File: config.mk
export PLATFORM = sky130hd
export DESIGN_NAME = dbg_or1k_module
export DESIGN_NICKNAME = d
export VERILOG_FILES = /design/src/dbg_or1k_pkg.sv /design/src/dbg_or1k_module.sv /design/src/dbg_or1k_cmd_fsm.sv /design/src/dbg_or1k_datapath.sv /design/src/dbg_or1k_spr_biu.sv /design/src/dbg_or1k_crc32.sv /design/src/dbg_or1k_status_reg.sv
export SDC_FILE = /design/constraint.sdc
export NUM_CORES = 1
export LEC_CHECK = 0
export BUFFER_PORTS_ARGS = -buffer_cell sky130_fd_sc_hd__buf_4
export CAP_MARGIN = 20
export CORE_MARGIN = 4
export CORE_UTILIZATION = 40
export DETAILED_ROUTE_END_ITERATION = 12
export GPL_ROUTABILITY_DRIVEN = 1
export GPL_TIMING_DRIVEN = 0
export PLACE_DENSITY = 0.65
export SYNTH_ARGS = -nofsm -noshare
export SYNTH_HDL_FRONTEND = slang
export SYNTH_SLANG_ARGS = --single-unit
File: constraint.sdc
create_clock -name tck_i -period 3.9 [get_ports tck_i]
set_input_delay 0.585 -clock tck_i [delete_from_list [all_inputs] [get_ports tck_i]]
set_output_delay 0.585 -clock tck_i [all_outputs]
set_load 0.02 [all_outputs]
File: src/dbg_or1k_pkg.sv
package dbg_or1k_pkg;

  ////////////////////
  // Command word
  ////////////////////

  localparam int DR_W = 53;           // TAP data register width

  localparam logic [3:0] CMD_BWRITE32 = 4'd3;
  localparam logic [3:0] CMD_BREAD32  = 4'd7;
  localparam logic [3:0] CMD_IREG_WR  = 4'd9;
  localparam logic [3:0] CMD_IREG_SEL = 4'd13;

  // Field positions inside the data register
  localparam int TOP_FLAG_BIT = 52;   // 0 means the command is for this module
  localparam int OPC_HI       = 51;
  localparam int OPC_LO       = 48;
  localparam int ADDR_HI      = 47;
  localparam int ADDR_LO      = 16;
  localparam int CNT_LO       = 0;    // Count field starts here, width set by CNT_W
  localparam int REGSEL_BIT   = 47;
  localparam int STAT_HI      = 46;
  localparam int STAT_LO      = 45;

  localparam logic INTREG_STATUS = 1'b0;

  localparam logic [31:0] CRC_POLY = 32'hEDB88320;  // Reflected CRC-32
  localparam logic [31:0] CRC_INIT = 32'hFFFFFFFF;

  ////////////////////
  // Types
  ////////////////////

  typedef enum logic [3:0] {
    ST_IDLE, ST_RBEGIN, ST_RREADY, ST_RSTATUS, ST_RBURST, ST_RCRC,
    ST_WREADY, ST_WWAIT, ST_WBURST, ST_WCRC, ST_WMATCH
  } dbg_state_e;

  typedef enum logic [1:0] {
    TDO_READY = 2'd0,   // BIU ready bit
    TDO_DATA  = 2'd1,   // Output shift register LSB
    TDO_MATCH = 2'd2,   // Write CRC compare result
    TDO_CRC   = 2'd3    // CRC register serial out
  } tdo_sel_e;

  typedef struct packed {
    logic     addr_load;
    logic     addr_inc;
    logic     cnt_load;
    logic     cnt_dec;
    logic     bit_clr;
    logic     bit_inc;
    logic     out_load;
    logic     out_shift;
    logic     out_src_biu;  // 1 loads BIU data, 0 loads status bits
    tdo_sel_e tdo_sel;
  } dp_ctrl_t;

  typedef struct packed {
    logic word_zero;
    logic word_last;   // Count is 1
    logic bit_max;     // Bit count is 31
    logic bit_32;
  } dp_stat_t;

  typedef struct packed {
    logic clr;
    logic en;
    logic in_tdi;      // 1 takes tdi, 0 takes output LSB
    logic shift;
  } crc_ctrl_t;

  typedef struct packed {
    logic [31:0] addr;
    logic [31:0] wdata;
    logic        stb;
    logic        we;
  } spr_req_t;

endpackage
File: src/dbg_or1k_module.sv
`timescale 1ns/1ps

module dbg_or1k_module
  import dbg_or1k_pkg::*;
#(
  parameter int CNT_W = 16
) (
  input  logic            tck_i,
  input  logic            rst_i,
  input  logic            tdi_i,
  input  logic            capture_dr_i,
  input  logic            shift_dr_i,
  input  logic            update_dr_i,
  input  logic [DR_W-1:0] data_register_i,
  input  logic            module_select_i,
  output logic            module_tdo_o,
  output logic            top_inhibit_o,
  output spr_req_t        cpu_req_o,
  input  logic [31:0]     cpu_rdata_i,
  input  logic            cpu_ack_i,
  input  logic            cpu_bp_i,
  output logic            cpu_stall_o,
  output logic            cpu_rst_o
);

  dp_ctrl_t    dp_ctrl;
  dp_stat_t    dp_stat;
  crc_ctrl_t   crc_ctrl;
  logic        module_cmd, burst_rd, burst_wr, ireg_sel, ireg_wr;
  logic        biu_strobe, biu_rdy, read_op, status_we;
  logic        crc_match, crc_serial, out_lsb;
  logic [31:0] addr, wdata, rdata;
  logic [1:0]  status;

  dbg_or1k_cmd_fsm u_fsm (
    .tck_i, .rst_i, .capture_dr_i, .shift_dr_i, .update_dr_i, .module_select_i,
    .start_bit_i (data_register_i[TOP_FLAG_BIT]),
    .module_cmd_i(module_cmd), .burst_rd_i(burst_rd), .burst_wr_i(burst_wr),
    .ireg_sel_i  (ireg_sel),   .ireg_wr_i (ireg_wr),  .stat_i    (dp_stat),
    .biu_rdy_i   (biu_rdy),    .ctrl_o    (dp_ctrl),  .crc_o     (crc_ctrl),
    .biu_strobe_o(biu_strobe), .status_we_o(status_we), .top_inhibit_o
  );

  dbg_or1k_datapath #(.CNT_W(CNT_W)) u_dp (
    .tck_i, .rst_i, .data_register_i, .tdi_i,
    .ctrl_i      (dp_ctrl),    .biu_rdata_i (rdata),    .status_i  (status),
    .crc_match_i (crc_match),  .crc_serial_i(crc_serial), .biu_rdy_i(biu_rdy),
    .stat_o      (dp_stat),    .module_cmd_o(module_cmd), .burst_rd_o(burst_rd),
    .burst_wr_o  (burst_wr),   .ireg_sel_o  (ireg_sel),   .ireg_wr_o (ireg_wr),
    .addr_o      (addr),       .wdata_o     (wdata),      .read_op_o (read_op),
    .out_lsb_o   (out_lsb),    .module_tdo_o
  );

  dbg_or1k_crc32 u_crc (
    .tck_i, .rst_i, .ctrl_i(crc_ctrl), .tdi_i, .out_lsb_i(out_lsb),
    .dr_word_i(data_register_i[TOP_FLAG_BIT -: 32]),  // Received CRC field
    .match_o  (crc_match), .serial_o(crc_serial)
  );

  dbg_or1k_spr_biu u_biu (
    .tck_i, .rst_i, .strobe_i(biu_strobe), .rd_i(read_op), .addr_i(addr),
    .wdata_i(wdata), .rdata_o(rdata), .rdy_o(biu_rdy), .cpu_req_o,
    .cpu_rdata_i, .cpu_ack_i
  );

  dbg_or1k_status_reg u_status (
    .tck_i, .rst_i, .we_i(status_we), .data_i(data_register_i[STAT_HI:STAT_LO]),
    .bp_i(cpu_bp_i), .status_o(status), .cpu_stall_o, .cpu_rst_o
  );

endmodule

File: src/dbg_or1k_cmd_fsm.sv
`timescale 1ns/1ps

module dbg_or1k_cmd_fsm
  import dbg_or1k_pkg::*;
(
  input  logic      tck_i,
  input  logic      rst_i,
  input  logic      capture_dr_i,
  input  logic      shift_dr_i,
  input  logic      update_dr_i,
  input  logic      module_select_i,
  input  logic      start_bit_i,      // Data register MSB
  input  logic      module_cmd_i,
  input  logic      burst_rd_i,
  input  logic      burst_wr_i,
  input  logic      ireg_sel_i,
  input  logic      ireg_wr_i,
  input  dp_stat_t  stat_i,
  input  logic      biu_rdy_i,
  output dp_ctrl_t  ctrl_o,
  output crc_ctrl_t crc_o,
  output logic      biu_strobe_o,
  output logic      status_we_o,
  output logic      top_inhibit_o
);

  dbg_state_e state_q, state_d;
  logic       cmd_update;   // Update of a command addressed to this module

  assign cmd_update = module_select_i & module_cmd_i & update_dr_i;

  always_ff @(posedge tck_i or posedge rst_i) begin
    if (rst_i) state_q <= ST_IDLE;
    else       state_q <= state_d;
  end

  ////////////////////
  // Next state and outputs
  ////////////////////

  always_comb begin
    state_d        = state_q;
    ctrl_o         = '0;
    ctrl_o.tdo_sel = TDO_DATA;   // Default shows the output register
    crc_o          = '0;
    biu_strobe_o   = 1'b0;
    status_we_o    = 1'b0;
    top_inhibit_o  = 1'b0;

    case (state_q)
      ST_IDLE: begin
        // Status readback, stays in Idle
        if (module_select_i && capture_dr_i) ctrl_o.out_load = 1'b1;
        if (module_select_i && shift_dr_i)   ctrl_o.out_shift = 1'b1;
        if (cmd_update) begin
          status_we_o = ireg_sel_i & ireg_wr_i;
          if (burst_rd_i)      state_d = ST_RBEGIN;
          else if (burst_wr_i) state_d = ST_WREADY;
        end
        if (cmd_update && (burst_rd_i || burst_wr_i)) begin
          ctrl_o.addr_load = 1'b1;    // Also latches the opcode
          ctrl_o.cnt_load  = 1'b1;
          ctrl_o.bit_clr   = 1'b1;
          crc_o.clr        = 1'b1;
        end
      end
      ST_RBEGIN: begin
        if (stat_i.word_zero) begin
          state_d = ST_IDLE;          // Empty burst
        end else begin
          biu_strobe_o    = 1'b1;     // First read goes out early
          ctrl_o.addr_inc = 1'b1;
          state_d         = ST_RREADY;
        end
      end
      ST_RREADY: begin
        if (module_select_i && capture_dr_i) state_d = ST_RSTATUS;
      end
      ST_RSTATUS: begin
        ctrl_o.tdo_sel = TDO_READY;   // Host polls for the ready bit
        top_inhibit_o  = 1'b1;
        if (update_dr_i) begin
          state_d = ST_IDLE;
        end else if (biu_rdy_i) begin
          state_d            = ST_RBURST;
          ctrl_o.out_load    = 1'b1;
          ctrl_o.out_src_biu = 1'b1;
          ctrl_o.bit_clr     = 1'b1;
          ctrl_o.cnt_dec     = 1'b1;
          if (!stat_i.word_last) begin
            biu_strobe_o    = 1'b1;   // Fetch the next word while this one shifts
            ctrl_o.addr_inc = 1'b1;
          end
        end
      end
      ST_RBURST: begin
        ctrl_o.out_shift = 1'b1;
        ctrl_o.bit_inc   = 1'b1;
        crc_o.en         = 1'b1;      // CRC over outgoing bits
        top_inhibit_o    = 1'b1;
        if (update_dr_i) begin
          state_d = ST_IDLE;
        end else if (stat_i.bit_max && stat_i.word_zero) begin
          state_d = ST_RCRC;
        end else if (stat_i.bit_max) begin
          ctrl_o.out_load    = 1'b1;  // Next word, back to back
          ctrl_o.out_src_biu = 1'b1;
          ctrl_o.bit_clr     = 1'b1;
          ctrl_o.cnt_dec     = 1'b1;
          if (!stat_i.word_last) begin
            biu_strobe_o    = 1'b1;
            ctrl_o.addr_inc = 1'b1;
          end
        end
      end
      ST_RCRC: begin
        ctrl_o.tdo_sel = TDO_CRC;
        crc_o.shift    = 1'b1;        // Runs until update, no count
        top_inhibit_o  = 1'b1;
        if (update_dr_i) state_d = ST_IDLE;
      end
      ST_WREADY: begin
        if (stat_i.word_zero)                     state_d = ST_IDLE;
        else if (module_select_i && capture_dr_i) state_d = ST_WWAIT;
      end
      ST_WWAIT: begin
        top_inhibit_o = 1'b1;
        if (update_dr_i) begin
          state_d = ST_IDLE;
        end else if (module_select_i && start_bit_i) begin
          state_d        = ST_WBURST;
          ctrl_o.bit_inc = 1'b1;      // tdi already holds data bit 0
          ctrl_o.cnt_dec = 1'b1;
          crc_o.en       = 1'b1;
          crc_o.in_tdi   = 1'b1;
        end
      end
      ST_WBURST: begin
        ctrl_o.bit_inc = 1'b1;
        crc_o.en       = 1'b1;
        crc_o.in_tdi   = 1'b1;
        top_inhibit_o  = 1'b1;
        if (update_dr_i) begin
          state_d = ST_IDLE;
        end else if (stat_i.bit_max) begin
          biu_strobe_o    = 1'b1;     // Word complete with tdi as bit 31
          ctrl_o.addr_inc = 1'b1;
          ctrl_o.bit_clr  = 1'b1;
          ctrl_o.cnt_dec  = !stat_i.word_zero;
          if (stat_i.word_zero) state_d = ST_WCRC;
        end
      end
      ST_WCRC: begin
        ctrl_o.bit_inc = 1'b1;
        top_inhibit_o  = 1'b1;
        if (update_dr_i) begin
          state_d = ST_IDLE;
        end else if (stat_i.bit_32) begin
          state_d        = ST_WMATCH;
          ctrl_o.tdo_sel = TDO_MATCH; // Match bit goes out on this cycle
        end
      end
      ST_WMATCH: begin
        ctrl_o.tdo_sel = TDO_MATCH;
        top_inhibit_o  = 1'b1;
        if (update_dr_i) state_d = ST_IDLE;
      end
      default: state_d = ST_IDLE;
    endcase
  end

endmodule

File: src/dbg_or1k_datapath.sv
`timescale 1ns/1ps

module dbg_or1k_datapath
  import dbg_or1k_pkg::*;
#(
  parameter int CNT_W = 16
) (
  input  logic            tck_i,
  input  logic            rst_i,
  input  logic [DR_W-1:0] data_register_i,
  input  logic            tdi_i,
  input  dp_ctrl_t        ctrl_i,
  input  logic [31:0]     biu_rdata_i,
  input  logic [1:0]      status_i,
  input  logic            crc_match_i,
  input  logic            crc_serial_i,
  input  logic            biu_rdy_i,
  output dp_stat_t        stat_o,
  output logic            module_cmd_o,
  output logic            burst_rd_o,
  output logic            burst_wr_o,
  output logic            ireg_sel_o,
  output logic            ireg_wr_o,
  output logic [31:0]     addr_o,
  output logic [31:0]     wdata_o,
  output logic            read_op_o,
  output logic            out_lsb_o,
  output logic            module_tdo_o
);

  logic [31:0]      addr_q;     // Next SPR address
  logic [CNT_W-1:0] word_cnt_q; // Words left in the burst
  logic [5:0]       bit_cnt_q;  // Bits of the current word
  logic [3:0]       op_q;       // Latched burst opcode
  logic [31:0]      out_q;      // Output shift register
  logic [3:0]       opc_in;

  ////////////////////
  // Command decode
  ////////////////////

  assign opc_in       = data_register_i[OPC_HI:OPC_LO];
  assign module_cmd_o = ~data_register_i[TOP_FLAG_BIT];
  assign burst_rd_o   = (opc_in == CMD_BREAD32);
  assign burst_wr_o   = (opc_in == CMD_BWRITE32);
  assign ireg_sel_o   = ((opc_in == CMD_IREG_SEL) || (opc_in == CMD_IREG_WR))
                        && (data_register_i[REGSEL_BIT] == INTREG_STATUS);
  assign ireg_wr_o    = (opc_in == CMD_IREG_WR);

  assign read_op_o = (op_q == CMD_BREAD32);
  assign wdata_o   = {tdi_i, data_register_i[TOP_FLAG_BIT -: 31]};  // tdi is bit 31
  assign addr_o    = addr_q;
  assign out_lsb_o = out_q[0];

  ////////////////////
  // Counters
  ////////////////////

  always_ff @(posedge tck_i) begin
    if (ctrl_i.addr_load)     addr_q <= data_register_i[ADDR_HI:ADDR_LO];
    else if (ctrl_i.addr_inc) addr_q <= addr_q + 32'd1;  // SPRs are word addressed
  end

  always_ff @(posedge tck_i or posedge rst_i) begin
    if (rst_i) begin
      word_cnt_q <= '0;
      bit_cnt_q  <= '0;
      op_q       <= '0;
    end else begin
      if (ctrl_i.cnt_load)     word_cnt_q <= data_register_i[CNT_LO +: CNT_W];
      else if (ctrl_i.cnt_dec) word_cnt_q <= word_cnt_q - CNT_W'(1);
      if (ctrl_i.bit_clr)      bit_cnt_q <= '0;   // Clear wins over increment
      else if (ctrl_i.bit_inc) bit_cnt_q <= bit_cnt_q + 6'd1;
      if (ctrl_i.addr_load)    op_q <= opc_in;
    end
  end

  assign stat_o.word_zero = (word_cnt_q == '0);
  assign stat_o.word_last = (word_cnt_q == CNT_W'(1));
  assign stat_o.bit_max   = (bit_cnt_q == 6'd31);
  assign stat_o.bit_32    = (bit_cnt_q == 6'd32);

  ////////////////////
  // Output register and TDO
  ////////////////////

  always_ff @(posedge tck_i or posedge rst_i) begin
    if (rst_i) begin
      out_q <= '0;
    end else if (ctrl_i.out_load) begin
      out_q <= ctrl_i.out_src_biu ? biu_rdata_i : {30'd0, status_i};
    end else if (ctrl_i.out_shift) begin
      out_q <= {1'b0, out_q[31:1]};  // LSB first
    end
  end

  always_comb begin
    case (ctrl_i.tdo_sel)
      TDO_READY: module_tdo_o = biu_rdy_i;
      TDO_DATA:  module_tdo_o = out_q[0];
      TDO_MATCH: module_tdo_o = crc_match_i;
      default:   module_tdo_o = crc_serial_i;
    endcase
  end

endmodule

File: src/dbg_or1k_spr_biu.sv
`timescale 1ns/1ps

module dbg_or1k_spr_biu
  import dbg_or1k_pkg::*;
(
  input  logic        tck_i,
  input  logic        rst_i,
  input  logic        strobe_i,    // Start one access
  input  logic        rd_i,        // 1 read, 0 write
  input  logic [31:0] addr_i,
  input  logic [31:0] wdata_i,
  output logic [31:0] rdata_o,
  output logic        rdy_o,
  output spr_req_t    cpu_req_o,
  input  logic [31:0] cpu_rdata_i,
  input  logic        cpu_ack_i
);

  logic [31:0] addr_q;
  logic [31:0] wdata_q;
  logic [31:0] rdata_q;
  logic        we_q;
  logic        stb_q;
  logic        rdy_q;

  // Request payload, held stable while stb is up
  always_ff @(posedge tck_i) begin
    if (strobe_i) begin
      addr_q  <= addr_i;
      wdata_q <= wdata_i;
      we_q    <= ~rd_i;
    end
    if (stb_q && cpu_ack_i && !we_q) rdata_q <= cpu_rdata_i;
  end

  always_ff @(posedge tck_i or posedge rst_i) begin
    if (rst_i) begin
      stb_q <= 1'b0;
      rdy_q <= 1'b1;     // Idle BIU is ready
    end else if (strobe_i) begin
      stb_q <= 1'b1;
      rdy_q <= 1'b0;
    end else if (stb_q && cpu_ack_i) begin
      stb_q <= 1'b0;     // Drops the cycle after ack
      rdy_q <= 1'b1;
    end
  end

  assign cpu_req_o = '{addr: addr_q, wdata: wdata_q, stb: stb_q, we: we_q};
  assign rdata_o   = rdata_q;
  assign rdy_o     = rdy_q;

endmodule

File: src/dbg_or1k_crc32.sv
`timescale 1ns/1ps

module dbg_or1k_crc32
  import dbg_or1k_pkg::*;
(
  input  logic        tck_i,
  input  logic        rst_i,
  input  crc_ctrl_t   ctrl_i,
  input  logic        tdi_i,
  input  logic        out_lsb_i,
  input  logic [31:0] dr_word_i,   // Received CRC from the data register
  output logic        match_o,
  output logic        serial_o
);

  logic [31:0] crc_q;
  logic        fb;                  // Feedback bit

  assign fb = crc_q[0] ^ (ctrl_i.in_tdi ? tdi_i : out_lsb_i);

  always_ff @(posedge tck_i or posedge rst_i) begin
    if (rst_i) begin
      crc_q <= CRC_INIT;
    end else if (ctrl_i.clr) begin
      crc_q <= CRC_INIT;
    end else if (ctrl_i.en) begin
      crc_q <= {1'b0, crc_q[31:1]} ^ (fb ? CRC_POLY : 32'd0);
    end else if (ctrl_i.shift) begin
      crc_q <= {1'b0, crc_q[31:1]};   // Serial readout
    end
  end

  assign serial_o = crc_q[0];
  assign match_o  = (dr_word_i == crc_q);

endmodule

File: src/dbg_or1k_status_reg.sv
`timescale 1ns/1ps

module dbg_or1k_status_reg (
  input  logic       tck_i,
  input  logic       rst_i,
  input  logic       we_i,
  input  logic [1:0] data_i,      // Bit 1 reset, bit 0 stall
  input  logic       bp_i,        // CPU breakpoint
  output logic [1:0] status_o,
  output logic       cpu_stall_o,
  output logic       cpu_rst_o
);

  logic [1:0] status_q;

  ////////////////////
  // Stall and reset bits
  ////////////////////

  always_ff @(posedge tck_i or posedge rst_i) begin
    if (rst_i) begin
      status_q <= 2'b00;
    end else begin
      if (we_i) status_q <= data_i;       // Host write
      if (bp_i) status_q[0] <= 1'b1;      // Breakpoint stalls, wins over write
    end
  end

  assign status_o    = status_q;
  assign cpu_stall_o = status_q[0];
  assign cpu_rst_o   = status_q[1];

endmodule

# --- Word-level counts from Yosys, hierarchy flattened ---
# Index checks and enable logic that the tools add are counted.
classes:
  eq_ne: 32
  n_addsub: 3
  n_bitwise: 8
  reduce_logical: 27
  mux: 85
op_table:
  columns: ["operator", "count"]
  rows:
  - ["32-bit two-way mux", 9]
  - ["4-bit two-way mux", 18]
  - ["4-bit one-hot mux with 10 select lines", 1]
  - ["32-bit by 1-bit adder with 32-bit output, second input constant", 1]
  - ["32-bit == test", 1]
  - ["16-bit two-way mux", 2]
  - ["31-bit by 32-bit bitwise XOR with 32-bit output", 1]
  - ["1-bit two-way mux", 30]
  - ["4-bit by 3-bit == test with 1-bit output, second input constant", 6]
  - ["2-bit two-way mux", 12]
  - ["4-bit == test, second input constant", 5]
  - ["16-bit by 1-bit == test with 1-bit output, second input constant", 1]
  - ["16-bit zero test", 1]
  - ["16-bit by 1-bit subtractor with 16-bit output, second input constant", 1]
  - ["3-bit by 2-bit inequality test with 1-bit output, second input constant", 5]
  - ["4-bit by 2-bit == test with 1-bit output, second input constant", 3]
  - ["6-bit two-way mux", 2]
  - ["1-bit one-hot mux with 4 select lines", 3]
  - ["2-bit nonzero test", 6]
  - ["11-bit AND reduction", 1]
  - ["1-bit one-hot mux with 2 select lines", 5]
  - ["1-bit logical AND", 8]
  - ["2-bit one-hot mux with 4 select lines", 1]
  - ["7-bit OR reduction", 1]
  - ["20 further kinds", 31]
totals:
  register_bits: 227

# --- Longest topological paths before layout ---
depth:
  ltp_word: 10
  mapped_depth: 10

# --- Modules after synthesis ---
# A second synthesis with hierarchy kept.
hier_totals:
  cells_unflattened: 952
  area_unflattened_um2: 10923.0
by_module_without_submodules:
  columns: ["module", "cells_per_inst", "instances", "area_per_inst_um2"]
  rows:
  - ["dbg_or1k_datapath", 533, 1, 5142.4]
  - ["dbg_or1k_spr_biu", 109, 1, 3014.1]
  - ["dbg_or1k_crc32", 195, 1, 1908.1]
  - ["dbg_or1k_cmd_fsm", 107, 1, 763.2]
  - ["dbg_or1k_status_reg", 8, 1, 95.1]

# --- Worst setup path after synthesis ---
# Ideal clock, no wire load.
synth_timing:
  path_type: "register to register"
  start: "register u_dp.word_cnt_q[9]"
  end: "register u_dp.addr_q[0] (netlist: u_dp.addr_o[0]) (enable)"
  setup_time_ps: 478
  stages_incl_launch_ff: 8
  t_arrival_ps: 2327
  slack_ps: 1096
  cell_sequence: "dfrtp_1 nor4_2 nand4_2 nor2_4 o21ai_1 buf_2 a211oi_2 nand2_1"
synth_via:
  elab_chain_len: 7
  word_cells_on_any_way: 12
  cone_classes: "eq/ne: 1; mux: 8; reduce/logical: 3"
synth_lines:
  columns: ["element", "line", "rtl"]
  rows:
  - ["start: declaration", "dbg_or1k_datapath.sv:32", "logic [CNT_W-1:0] word_cnt_q;"]
  - ["start signal: assignment", "dbg_or1k_datapath.sv:70", "if (ctrl_i.cnt_load) word_cnt_q <= data_register_i[CNT_LO +: CNT_W];"]
  - ["start signal: assignment", "dbg_or1k_datapath.sv:71", "else if (ctrl_i.cnt_dec) word_cnt_q <= word_cnt_q - CNT_W'(1);"]
  - ["16-bit by 1-bit == test with 1-bit output", "dbg_or1k_datapath.sv:79", "assign stat_o.word_last = (word_cnt_q == CNT_W'(1));"]
  - ["1-bit two-way mux", "dbg_or1k_cmd_fsm.sv:90, dbg_or1k_cmd_fsm.sv:110", null]
  - ["1-bit two-way mux", "dbg_or1k_cmd_fsm.sv:105", "end else if (stat_i.bit_max) begin"]
  - ["1-bit two-way mux", "dbg_or1k_cmd_fsm.sv:103", "end else if (stat_i.bit_max && stat_i.word_zero) begin"]
  - ["1-bit two-way mux", "dbg_or1k_cmd_fsm.sv:101", "if (update_dr_i) begin"]
  - ["1-bit one-hot mux with 4 select lines (*)", "dbg_or1k_cmd_fsm.sv:50", "case (state_q)"]
  - ["2-bit nonzero test (no source line) (*)", null, null]
  - ["end signal: assignment", "dbg_or1k_datapath.sv:60", "if (ctrl_i.addr_load) addr_q <= data_register_i[ADDR_HI:ADDR_LO];"]
  - ["end signal: assignment", "dbg_or1k_datapath.sv:61", "else if (ctrl_i.addr_inc) addr_q <= addr_q + 32'd1;"]
  - ["end: declaration", "dbg_or1k_datapath.sv:31", "logic [31:0] addr_q;"]
# Mark *: on every way between the ends. The rest lies on a longest branch, timed or not.
# A chain may end at the register's enable or synchronous reset.

# --- Worst setup path after layout ---
layout_timing:
  start: "register u_fsm.state_q[0]"
  end: "register u_dp.addr_q[7] (netlist: u_dp.addr_o[7]) (enable)"
layout_via:
  elab_chain_len: 3
  word_cells_on_any_way: 8
  cone_classes: "eq/ne: 4; mux: 2; reduce/logical: 2"
layout_lines:
  columns: ["element", "line", "rtl"]
  rows:
  - ["start: declaration", "dbg_or1k_cmd_fsm.sv:27", "dbg_state_e state_q, state_d;"]
  - ["start signal: assignment", "dbg_or1k_cmd_fsm.sv:34", "else state_q <= state_d;"]
  - ["4-bit == test, or another cell as far along", "dbg_or1k_cmd_fsm.sv:50", null]
  - ["1-bit one-hot mux with 4 select lines / 1-bit two-way mux (equally long branches)", "dbg_or1k_cmd_fsm.sv:50", null]
  - ["2-bit nonzero test (no source line) (*)", null, null]
# Marked as above.

==> impl_summary.txt <==
----------------------------------------------------
[Place]
  Number of port buffers ... 162
  Hpwl dp ... 18300 microns
  Routability cong. ... 0.909
  Worst setup slack before clock tree synthesis ... 707 ps

[Global routing]
  Global route total overflow ... 0
  Global-route wire length before repair ... 40400 microns
  Largest net degree at the start of global routing ... 51
  Vias in the first global route ... 7482
  Total GRT Usage ... 17.4%
  Antenna violations before repair ... 0

[Route]
  Post-DR vias/cell ... 5.18
  Iteration-0 DRC count of the detailed router ... 575
  Number of vias after detailed routing ... 7518
  Final routed DRC violation total ... 0
  Wire length per cell after detailed routing ... 17.8 microns
  DRT antenna net count ... 0
  Final Routed Wirelength ... 25800 microns
  Count of TritonRoute iterations in the first routing pass ... 4

[Clock tree]
  TritonCTS clock tree ... built
  CTS Buf Count ... 25
  Later-pin clock latency in the skew report ... 530 ps
  H-tree lvl count ... 1
  Clock-pin slew of the registers on the worst-case setup and hold paths ... 60 ps
  Root Driver ... sky130_fd_sc_hd__clkbuf_16
  Post-cts resize count ... 0
  Sink Count ... 227
  Hold-fix buffers at CTS ... 0
  Buffer levels on the longest clock path ... 3
  Number of post-CTS setup repair buffers ... 0

[Power and ir drop]
  Power density cells ... 704 nW/um^2
  Peak supply drop ... 0.424 mV
  Leakage Power ... 5.07 nW

[Worst setup path]
  Worst setup EP type ... register
  Crit Path Class ... register to register
  Required time worst endpoint ... 4040 ps
  CP Launch Type ... register
  CP max FO ... 32
  Arrival time at the worst endpoint ... 3320 ps

[Layout]
  Fraction of final layout cells with drive strength greater than 1 ... 26.4%
  Final Net Count ... 1196
  Core occupancy in the finished layout ... 50.5%
  Layout area overhead ... 24.6%
  Number of inserted diodes ... 0

[Logic synthesis]
  Combinational family with the most area after synthesis ... simple AND/OR/NAND/NOR gates
  Basic-gate share of the synthesized area counting and, or, nand and nor cells ... 13.7%
  Cells after Synth ... 906
  Yosys cell types ... 66
  Fraction of synthesized area in multiplexers ... 3.27%
  Sequential fraction of the synthesis area ... 60.6%
  Count of state elements after synthesis ... 227
  Nets in the synthesized netlist ... 1005
  Number of enable flip-flop cells after synthesis ... 129
  Xor and xnor area share after synthesis ... 7.34%
  Post-synth design cell area ... 10500 sq um
  Average footprint of a synthesized cell ... 11.6 sq um
  Warnings from Yosys ... 0
  Post-synthesis compound-gate area fraction ... 11.3%
  Adder and majority cell fraction of the synthesized area ... 0.596%
  Share of flip-flops with an asynchronous set or reset after synthesis ... 43.2%
  Most instantiated flip-flop cell in the synthesis netlist ... sky130_fd_sc_hd__edfxtp_1

[Timing]
  Rel. slew slack ... 42.2%
  Hold_ws ... 155 ps
  Count of final max-slew check failures ... 0
  Highest clock rate ... 315 MHz
  Setup clock skew after layout ... 17.9 ps
  PnR worst setup slack ... 722 ps
  Share of the clock period used by the worst path ... 81.5%
  Transition time at the pin with the least slew margin ... 865 ps
  Tmin final ... 3180 ps
  Count of final hold-check violations ... 0
  RSZ-0062 raised after global routing ... no
  Final number of setup-violating endpoints ... 0

[Floorplanning]
  Total number of placement rows ... 59
  Die footprint ... 28900 sq um
  Width of the die ... 170 microns
  Area of the core region ... 25900 sq um
  Initial standard-cell utilization of the core ... 40.5%
  Overall die height ... 170 microns
  Total I/O pin count ... 164

[Flow run]
  Max capacitance violation total ... 0

[Outcome]
  Status ... finished, final reports clean

[Min path]
  Worst hold-check path type ... input pin to async pin

----------------------------------------------------
-- stage by stage --
stage | cells | TNS, ps | power (mW) | instance area (sq um)
finish | 1451 | 0 | 9.20 | 13100
global placement | 1403 | -31590 | 6.63 | 12100
floorplan | 906 | 0 | 5.78 | 10500
CTS | 1451 | 0 | 9.27 | 13100
detailed placement | 1405 | 0 | 6.72 | 12200
global route | 1451 | 0 | 9.72 | 13100
-- where the power goes --
group / switching [mW] / internal (mW)
Sequential: 0.507 / 3.46
Combinational: 1.59 / 1.14
Clock: 0.965 / 1.55
-- synthesized netlist by cell type, types with 5 or more instances --
master | count | area [sq um]
sky130_fd_sc_hd__xor2_1 | 58 | 508
sky130_fd_sc_hd__buf_2 | 22 | 110
sky130_fd_sc_hd__edfxtp_1 | 129 | 3870
sky130_fd_sc_hd__or3_1 | 7 | 43.8
sky130_fd_sc_hd__clkbuf_1 | 22 | 82.6
sky130_fd_sc_hd__nand3_1 | 23 | 115
sky130_fd_sc_hd__buf_6 | 5 | 56.3
sky130_fd_sc_hd__nand2_1 | 126 | 473
sky130_fd_sc_hd__nor4_1 | 12 | 75.1
sky130_fd_sc_hd__ha_1 | 5 | 62.6
sky130_fd_sc_hd__and3_1 | 10 | 62.6
sky130_fd_sc_hd__nand2b_1 | 8 | 50.1
sky130_fd_sc_hd__o31ai_1 | 31 | 233
sky130_fd_sc_hd__a21oi_1 | 43 | 215
sky130_fd_sc_hd__o21ai_0 | 74 | 370
sky130_fd_sc_hd__nor3_1 | 14 | 70.1
sky130_fd_sc_hd__dfrtp_1 | 65 | 1630
sky130_fd_sc_hd__inv_1 | 15 | 56.3
sky130_fd_sc_hd__mux2i_1 | 32 | 320
sky130_fd_sc_hd__xnor2_1 | 30 | 263
sky130_fd_sc_hd__nor2_1 | 51 | 191
sky130_fd_sc_hd__dfstp_2 | 33 | 867
sky130_fd_sc_hd__a21o_1 | 9 | 67.6
sky130_fd_sc_hd__nand4_1 | 13 | 81.3
-- cells by family (layout without fill, tap and decap cells) --
family / count (synthesis) / count (layout)
xor+xnor: 88 / 88
fa+ha+maj: 5 / 5
mux: 34 / 34
compound gates: 189 / 189
flops: 227 / 227
simple gates: 294 / 294
buf+inv: 69 / 279
-- routing by layer --
metal | track usage (%) | vias up | wire, microns
met5 | 0 | - | 0
met4 | 6.32 | 0 | 932
met3 | 3.07 | 62 | 1560
met2 | 29.1 | 225 | 12500
met1 | 23.0 | 3596 | 10900
li1 | - | 3635 | -
-- placed cells by master, fill, tap and decap left out, types with 12 or more instances in the layout --
cell type,count
sky130_fd_sc_hd__xor2_1,58
sky130_fd_sc_hd__inv_1,14
sky130_fd_sc_hd__mux2i_1,32
sky130_fd_sc_hd__nand4_1,13
sky130_fd_sc_hd__nor2_1,50
sky130_fd_sc_hd__a21oi_1,43
sky130_fd_sc_hd__clkbuf_16,26
sky130_fd_sc_hd__nand2_1,125
sky130_fd_sc_hd__nor4_1,12
sky130_fd_sc_hd__buf_2,22
sky130_fd_sc_hd__o31ai_1,31
sky130_fd_sc_hd__dfrtp_1,65
sky130_fd_sc_hd__clkbuf_1,24
sky130_fd_sc_hd__edfxtp_1,129
sky130_fd_sc_hd__buf_4,164
sky130_fd_sc_hd__o21ai_0,74
sky130_fd_sc_hd__xnor2_1,30
sky130_fd_sc_hd__nand3_1,23
sky130_fd_sc_hd__nor3_1,14
sky130_fd_sc_hd__dfstp_2,33
-- cell type report --
class,instances,area (sq um)
fillers,2220,12800
multi-input cells,610,3810
clock buffers,33,708
clock inverters,13,176
well taps,335,419
repair buffers,164,1260
inverters,16,62.6
plain buffers,53,272
flip-flops and latches,227,6370
-- path summary, 6_finish.rpt --
check,startpoint,end,slack [ps],cells after the start
min,rst_i,u_dp.word_cnt_q[11],150,2
min in group tck_i,cpu_rdata_i[16],u_biu.rdata_o[16],240,1
max in group asynchronous,rst_i,u_crc.crc_q[22],3010,3
min reg2reg,u_biu.rdata_o[8],u_dp.out_q[8],450,2
max,u_fsm.state_q[0],u_dp.addr_o[7],720,5
max reg2reg,u_fsm.state_q[0],u_dp.addr_o[7],720,5
-- sequential cells by signal, indices dropped and copies added, names as in the netlist --
| signal | count |
|---|---|
| u_dp.out_q | 32 |
| u_biu.stb_q | 1 |
| u_dp.bit_cnt_q | 6 |
| u_biu.addr_q | 32 |
| u_biu.wdata_q | 32 |
| u_fsm.state_q | 4 |
| u_biu.rdata_o | 32 |
| u_crc.crc_q | 32 |
| u_biu.we_q | 1 |
| u_biu.rdy_o | 1 |
| u_status.status_o | 2 |
| u_dp.word_cnt_q | 16 |
| u_dp.addr_o | 32 |
| u_dp.op_q | 4 |
-- worst max-delay path, cell delays in order (launching register included) --
cell and delay [ps]:
sky130_fd_sc_hd__dfrtp_1 380, sky130_fd_sc_hd__buf_6 140, sky130_fd_sc_hd__nor4_2 750, sky130_fd_sc_hd__nand3_1 420
sky130_fd_sc_hd__clkbuf_1 380, sky130_fd_sc_hd__nand2_2 700
Power figures use the tool's default switching activity.
